--- config.mk ---
export PLATFORM = sky130hd
export DESIGN_NAME = reg_file
export DESIGN_NICKNAME = d
export VERILOG_FILES = /design/src/hdl/reg_file_pkg.sv /design/src/hdl/reg_file.sv /design/src/hdl/reg_read_port.sv /design/src/hdl/reg_storage.sv
export SDC_FILE = /design/constraint.sdc
export NUM_CORES = 2
export LEC_CHECK = 0
export BUFFER_PORTS_ARGS = -buffer_cell sky130_fd_sc_hd__clkbuf_2
export CAP_MARGIN = 20
export CELL_PAD_IN_SITES_DETAIL_PLACEMENT = 1
export CELL_PAD_IN_SITES_GLOBAL_PLACEMENT = 1
export CORE_ASPECT_RATIO = 1.25
export CORE_MARGIN = 2
export CORE_UTILIZATION = 33
export DETAILED_ROUTE_END_ITERATION = 12
export PLACE_DENSITY = 0.52
export SKIP_CTS_REPAIR_TIMING = 1
export SYNTH_ARGS = -nofsm -noshare
export SYNTH_HDL_FRONTEND = slang
export SYNTH_SLANG_ARGS = --single-unit
export TNS_END_PERCENT = 20
--- constraint.sdc ---
create_clock -name clock -period 2.6 [get_ports clock]
set_input_delay 0 -clock clock [delete_from_list [all_inputs] [get_ports clock]]
set_output_delay 0 -clock clock [all_outputs]
set_load 0.01 [all_outputs]
--- src/hdl/reg_file_pkg.sv ---
package reg_file_pkg;

	// the core has thirty-two general registers, as the MIPS ISA defines them
	localparam int REG_COUNT = 32;

	// an id must be wide enough to name every register
	localparam int REG_ID_WIDTH = $clog2(REG_COUNT);

	// all general registers hold one full machine word
	localparam int WORD_WIDTH = 32;

	// register id as it comes out of the rs, rt or rd field of an instruction
	typedef logic [REG_ID_WIDTH-1:0] reg_id_t;

	// one register value
	typedef logic [WORD_WIDTH-1:0] word_t;

	// a single write request from the writeback stage
	// en is a plain level and is sampled at every rising clock edge
	// id names the destination, and id 0 is accepted but never stored
	// data is the value to store, and it is also what the read ports forward
	typedef struct packed {
		logic    en;
		reg_id_t id;
		word_t   data;
	} reg_write_t;

	// the whole register contents, register 0 in the lowest word
	// storage drives this to every read port so that each port can pick
	// its own register without a separate bus per port
	typedef word_t [REG_COUNT-1:0] reg_array_t;

	// the zero register always reads as this value
	localparam word_t ZERO_WORD = '0;

	// id of the hardwired zero register
	localparam reg_id_t ZERO_ID = '0;

endpackage

--- src/hdl/reg_file.sv ---
`timescale 1ns/1ps

module reg_file #(
	// two ports by default, one for rs and one for rt
	parameter int NUM_READ_PORTS = 2
) (
	input  logic                     clock,
	input  logic                     reset,
	input  reg_file_pkg::reg_write_t write,
	input  reg_file_pkg::reg_id_t    read_id    [NUM_READ_PORTS],
	output reg_file_pkg::word_t      read_value [NUM_READ_PORTS]
);

	import reg_file_pkg::*;

	// current register contents, shared by all read ports
	reg_array_t regs;

	// the single storage block holds the thirty-two registers
	// it takes the write request at the rising edge and keeps $zero at zero
	reg_storage u_storage (
		.clock (clock),
		.reset (reset),
		.write (write),
		.regs  (regs)
	);

	// every read port is the same combinational mux with a write bypass
	// each one sees the full register array and the same write request,
	// so any port can forward the value that is being written this cycle
	// ports are independent of each other, and two ports reading the same
	// register simply return the same word
	for (genvar p = 0; p < NUM_READ_PORTS; p++) begin : g_read_port
		reg_read_port u_read_port (
			.write      (write),
			.regs       (regs),
			.read_id    (read_id[p]),
			.read_value (read_value[p])
		);
	end

	// there is no handshake and no status output
	// a write is accepted every cycle that write.en is high, and a read is
	// answered in the same cycle that its id is presented
	// port 0 is normally wired to the rs field and port 1 to rt, but the file
	// itself does not care which operand a port serves

endmodule

--- src/hdl/reg_read_port.sv ---
`timescale 1ns/1ps

module reg_read_port (
	input  reg_file_pkg::reg_write_t write,
	input  reg_file_pkg::reg_array_t regs,
	input  reg_file_pkg::reg_id_t    read_id,
	output reg_file_pkg::word_t      read_value
);

	import reg_file_pkg::*;

	// the value held in storage for the addressed register
	word_t stored_value;

	// high when the write in flight targets the register this port reads
	logic forward_hit;

	// pick the addressed word out of the register array
	// this is a plain mux on read_id, so the port has no clock and no latency
	always_comb begin
		stored_value = regs[read_id];
	end

	// a write presented in this cycle only lands in storage at the next
	// rising edge, so a read of the same register would still see the old
	// value without the bypass below
	// id 0 is excluded, because a write to $zero is dropped by storage and
	// must not become visible through the bypass either
	always_comb begin
		forward_hit = write.en && (write.id == read_id) && (write.id != ZERO_ID);
	end

	// the forwarded data replaces the stored word on a hit
	// a read of register 0 never hits, and storage already keeps that word at
	// zero, so there is no need to mask it a second time here
	always_comb begin
		if (forward_hit) begin
			read_value = write.data;
		end else begin
			read_value = stored_value;
		end
	end

	// read_value follows read_id, regs and the write request within the same
	// cycle, so a consumer can sample it at the next rising edge as usual
	// the net effect matches the falling-edge write of the older design
	// without needing a second clock edge inside the core

endmodule

--- src/hdl/reg_storage.sv ---
`timescale 1ns/1ps

module reg_storage (
	input  logic                     clock,
	input  logic                     reset,
	input  reg_file_pkg::reg_write_t write,
	output reg_file_pkg::reg_array_t regs
);

	import reg_file_pkg::*;

	// one enable bit per register, at most one of them set
	logic [REG_COUNT-1:0] write_onehot;

	// registers 1 to 31 are real flops; register 0 has no storage at all
	word_t regs_q [REG_COUNT-1:1];

	// turn the destination id into a one-hot enable
	// the enable is qualified by write.en so that an idle cycle sets no bit
	always_comb begin
		write_onehot = '0;
		write_onehot[write.id] = write.en;
		// register 0 is $zero and software relies on it staying zero, so
		// its enable is masked here and a write to it simply has no effect
		write_onehot[0] = 1'b0;
	end

	// the writable registers update on the rising edge
	// the reference design wrote on the falling edge so that a read in the
	// same cycle saw the new value, while here the read ports forward the
	// pending write instead and the whole block stays on a single edge
	always_ff @(posedge clock) begin
		if (reset) begin
			// reset clears every register so that software starts from zero
			for (int i = 1; i < REG_COUNT; i++) begin
				regs_q[i] <= ZERO_WORD;
			end
		end else begin
			for (int i = 1; i < REG_COUNT; i++) begin
				// each register only looks at its own enable bit
				if (write_onehot[i]) begin
					regs_q[i] <= write.data;
				end
			end
		end
	end

	// gather the flops into the packed array that feeds the read ports
	always_comb begin
		// register 0 is driven as a constant zero rather than kept in a flop,
		// so it reads as zero even before the first reset and no stray write
		// path can ever reach it
		regs[0] = ZERO_WORD;
		for (int i = 1; i < REG_COUNT; i++) begin
			regs[i] = regs_q[i];
		end
	end

	// note that regs shows a write one cycle after it was presented, which is
	// why the read ports have to forward the write that is still pending
	// a write that comes with reset high is dropped, since reset wins above

endmodule

# Word-level counts from Yosys, hierarchy flattened
# Memories as Yosys holds them, arrays and structs flattened.
# Index checks and enable logic that the tools add are counted.
dict set report classes {
  n_lt_le_gt_ge 4
  n_eq_ne 2
  mux 134
  bitwise 32
  n_reduce_logical 6
}
# operator n
set ops {}
lappend ops {{$mux 32} 35}
lappend ops {{$bmux 32 s5} 2}
lappend ops {{$mux 1} 96}
lappend ops {{$and 32x32->32} 1}
lappend ops {{$or 1x1->1} 31}
lappend ops {{$lt 5x6->1 const B} 3}
lappend ops {{$eq 5x5->1} 2}
lappend ops {{$demux 1 s5} 1}
lappend ops {{$ge 5x1->1 const B} 1}
lappend ops {{$logic_and 1x1->1} 5}
lappend ops {{$reduce_bool 5->1} 1}
dict set report word_totals {
  regBits 0
  mem_bits_rw 992
  in_bits 50
  output_inout_bits 64
  elab_cells 179
  n_memories 1
}
# name depth width rd rd_ports_with_merged_regs write_ports line_no
set memory_table {}
lappend memory_table {u_storage.regs_q 31 32 31 0 31 reg_storage.sv:16} ;# word_t regs_q [REG_COUNT-1:1];

# Logic depth before layout (Yosys ltp)
dict set report depth {
  ltp_word 9
  mapped_depth 9
  mapped_depth_nobuf 5
}

# By module
# From an unflattened synthesis, not the netlist that was laid out.
dict set report hier_totals {
  cells_unflattened 4052
  hier_area_um2 55530.8
}
# mod instances cells_each area_per_inst_um2 seq_area_each_um2
set modules_own_cells {}
lappend modules_own_cells {reg_storage 1 2482 37613.6 29788.6}
lappend modules_own_cells {reg_read_port 2 785 8958.6 0.0}

# Least setup slack after synthesis
# OpenSTA, ideal clock, no wires.
dict set report synth_timing {
  kind {input to register}
  startpoint {input write[35] in the netlist's numbering}
  endpoint {register, netlist name u_storage.regs_q[0][192]}
  setup_ns 0.428
  arrival_ns 2.343
  t_required_ns 2.172
  setup_slack_ns -0.171
  cell_stages 4
  n_path_buf 2
  cell_sequence {buf_2 or3b_2 clkbuf_1 o21bai_1}
}
# item line_no
set synth_rtl {}
lappend synth_rtl {{start: declaration} reg_file.sv:9} ;# input reg_file_pkg::reg_write_t write,

==> results.md <==
* Port buffer count at roughly 110
* Register clock-pin slew on the reported worst setup and hold paths at roughly 60 ps
* Via count of the routed design at approximately 36,000
* Overall global routing resource usage at 0.2602
* Core footprint at 0.1639 sq mm
* Remaining routing DRC violations at 0
* Remaining antenna violation count after routing at 0
* Post-synth EDFFs at 992
* Initial Util at 0.3323
* Slew Limit Headroom at 0.2617
* Area share of xor/xnor cells in the synthesized design at 0.001287
* Origin of the worst setup path: u_storage.regs_q[0][510]
* Final weighted congestion in routability-driven placement at between 0.7 and 0.8
* TritonCTS Buffers at 110
* Main synth FF type: sky130_fd_sc_hd__edfxtp_1
* Post-synthesis sequential element count at between 900 and 1,000
* Adder-Cell Fraction of Synth Area at 0
* Yosys warns at 0
* Fin Setup TNS at -1426 ps
* Average wire per standard cell at approximately 35 um
* Minimum setup slack in the final design at -180.9 ps
* Max Cap Viol at 0
* Cell type with the largest total area after synthesis: sky130_fd_sc_hd__edfxtp_1
* Largest net degree at the start of global routing at 54
* Worst voltage drop across the vdd grid at 0.0005257 V
* Detailed Route WL at about 220,000 um
* Worst Tran Pin Value at 1105 ps
* Outcome: finished, violations left
* Final clock period utilization by the worst path at 1.070
* Area of all placed cells without fillers at approximately 0.065 sq mm
* Compound-Gate Fraction of Synth Area at 0.06530
* Total placed instance area at 0.06011 sq mm
* Share of cells above drive strength 1 at 0.3210
* Time the final worst path needs with I/O delays and setup at between 2000 and 3000 ps
* Highest-count cells in the layout ignoring fill and taps: 992 x sky130_fd_sc_hd__and2_1, 992 x sky130_fd_sc_hd__edfxtp_1, 332 x sky130_fd_sc_hd__mux4_2, 234 x sky130_fd_sc_hd__buf_4, 176 x sky130_fd_sc_hd__mux2i_1
* Maximum clock path buffer count at 3
* Worst-case hold slack at -0.2716 ps
* Maximum achievable frequency at ~360 MHz
* Endpoint required time on the critical path at between 2000 and 3000 ps
* Antenna violations before repair at 20
* Syn Nets at between 3,000 and 4,000
* Unrepaired setup endpoints after global routing: yes
* Per-instance average area after synthesis at between 10 and 15 sq um
* Number of top-level pins at 114
* Total iterations of the first detailed-routing run at 5
* Top area cells in the synthesized netlist: sky130_fd_sc_hd__edfxtp_1 55%, sky130_fd_sc_hd__mux4_2 13%, sky130_fd_sc_hd__and2_1 11%
* CTS HTree Levels at 3
* Power per cell area at about 630 mW/mm^2
* Pre-CTS setup slack at -0.3437 ps
* Largest register FFs at 992
* Mapped Area at about 0.054 sq mm
* FFs w/ async S/R, synth at 0
* Type of the tightest min-delay check: input port to register
* Remaining global-route overflow at 0
* Hold Vio Cnt, Final at 1
* Number of unique standard cell types used by synthesis at 54
* Total Power at between 40 and 50 mW
* Crit path capture type: output pin
* Max Slew Vio Count at 0
* Setup CP Type: register to output pin
* Leak Pwr at 22.37 nW
* Worst Min Path Start: reset
* Detailed-placement wirelength estimate at around 140,000 um
* Mux cell area share after synthesis at 0.2074
* Synth top area share at 0.5470
* TritonCTS clock tree: built
* CTS sink cnt at 992
* Floorplan die area at approximately 0.17 sq mm
* Final net count at ~4,000
* Number of cells after detailed placement at 6,056
* Signed area change from the synthesized netlist to the final layout at 18.90%
* Synth Instances at just under 4,000
* Via density at 5.812
* Post-layout util at 0.3951
* Die X at roughly 370 um
* Worst Path Arrival at approximately 2800 ps
* Top register by number of flip-flops: u_storage.regs_q
* Post-synthesis sequential area ratio at 0.5470
* Startpoint type of the worst setup path: register
* Die Ht at ~460 um
* Combinational family with the most area after synthesis: multiplexers
* Post-Synth Simple-Gate Area at 0.1420
* Crit path max fanout at 2
* Number of global-route vias before repair at approximately 38,000
* Registers with the most flip-flops: u_storage.regs_q (992)
* Violation count after the first detailed-routing iteration at about 3,600
* Wire length of the first global-routing pass at 308,300 um
* Post-route non-filler standard cell count at around 6,300
* Cell chosen for the clock root: sky130_fd_sc_hd__clkbuf_16
* Violated checks: hold timing, setup timing
* Final setup violation count at 23
* Site Rows at approximately 170
## worst paths after layout
kind / endpoint / slack, ps / cells after the start
worst min-delay path: u_storage.regs_q[1][435] / -0.3 / 3
worst max-delay path: read_value[30] / -180 / 6
## worst max-delay path: stages (launching register included)
cell                       delay, ps
sky130_fd_sc_hd__edfxtp_1        380
sky130_fd_sc_hd__mux2_4          160
sky130_fd_sc_hd__o22ai_2          70
sky130_fd_sc_hd__a221oi_2        280
sky130_fd_sc_hd__a211oi_4        160
sky130_fd_sc_hd__o41ai_4         780
sky130_fd_sc_hd__buf_6           210
## Yosys cell counts (6+ instances only)
library cell,number
sky130_fd_sc_hd__o221ai_1,25
sky130_fd_sc_hd__xnor2_1,8
sky130_fd_sc_hd__a311oi_1,32
sky130_fd_sc_hd__nand2_1,50
sky130_fd_sc_hd__mux4_1,24
sky130_fd_sc_hd__nor2_1,118
sky130_fd_sc_hd__mux2_2,154
sky130_fd_sc_hd__a221oi_1,86
sky130_fd_sc_hd__a211oi_1,60
sky130_fd_sc_hd__a2111oi_0,6
sky130_fd_sc_hd__mux4_2,316
sky130_fd_sc_hd__o211a_1,6
sky130_fd_sc_hd__buf_4,41
sky130_fd_sc_hd__nor3_1,38
sky130_fd_sc_hd__o41ai_1,31
sky130_fd_sc_hd__o211ai_1,6
sky130_fd_sc_hd__o22ai_1,65
sky130_fd_sc_hd__nand2b_1,36
sky130_fd_sc_hd__o32ai_1,25
sky130_fd_sc_hd__a22oi_1,32
sky130_fd_sc_hd__o21bai_1,24
sky130_fd_sc_hd__nand3_1,11
sky130_fd_sc_hd__buf_1,9
sky130_fd_sc_hd__mux2i_1,181
sky130_fd_sc_hd__edfxtp_1,992
sky130_fd_sc_hd__inv_1,6
sky130_fd_sc_hd__a31oi_1,7
sky130_fd_sc_hd__clkbuf_1,292
sky130_fd_sc_hd__a21oi_1,11
sky130_fd_sc_hd__buf_6,17
sky130_fd_sc_hd__nor2b_1,43
sky130_fd_sc_hd__o31ai_1,6
sky130_fd_sc_hd__buf_2,68
sky130_fd_sc_hd__a221oi_2,8
sky130_fd_sc_hd__and2_1,992
## logic make-up (layout without fill, tap and decap cells)
family / Yosys count / after routing
simple gates: 1305 / 1305
xor+xnor: 8 / 8
flops: 992 / 992
compound gates: 444 / 444
buf+inv: 437 / 657
other cells: 0 / 6
mux: 675 / 675
## report_power, final
part / switching [mW] / internal [mW] / total [mW]
sequential: 0.455 / 18.5 / 18.9
combinational: 3.50 / 2.47 / 5.98
clock: 6.92 / 8.85 / 15.8
## layout make-up
type	instances	area, sq um
Tap cell	2184	2733
Sequential cell	992	29790
Clock inverter	68	559.3
Multi-Input combinational cell	2432	24330
Fill cell	16440	99120
Timing Repair Buffer	446	4365
Antenna cell	6	15.01
Clock buffer	137	2939
Inverter	6	22.52
## per-layer routing
metal	track usage	up-vias	wire, um
met5	0	-	26
met4	0.08241	4	6369
met3	0.03047	312	12060
met2	0.4482	1280	110500
met1	0.3415	19760	92530
li1	-	15100	-
Power figures use the tool's default switching activity.
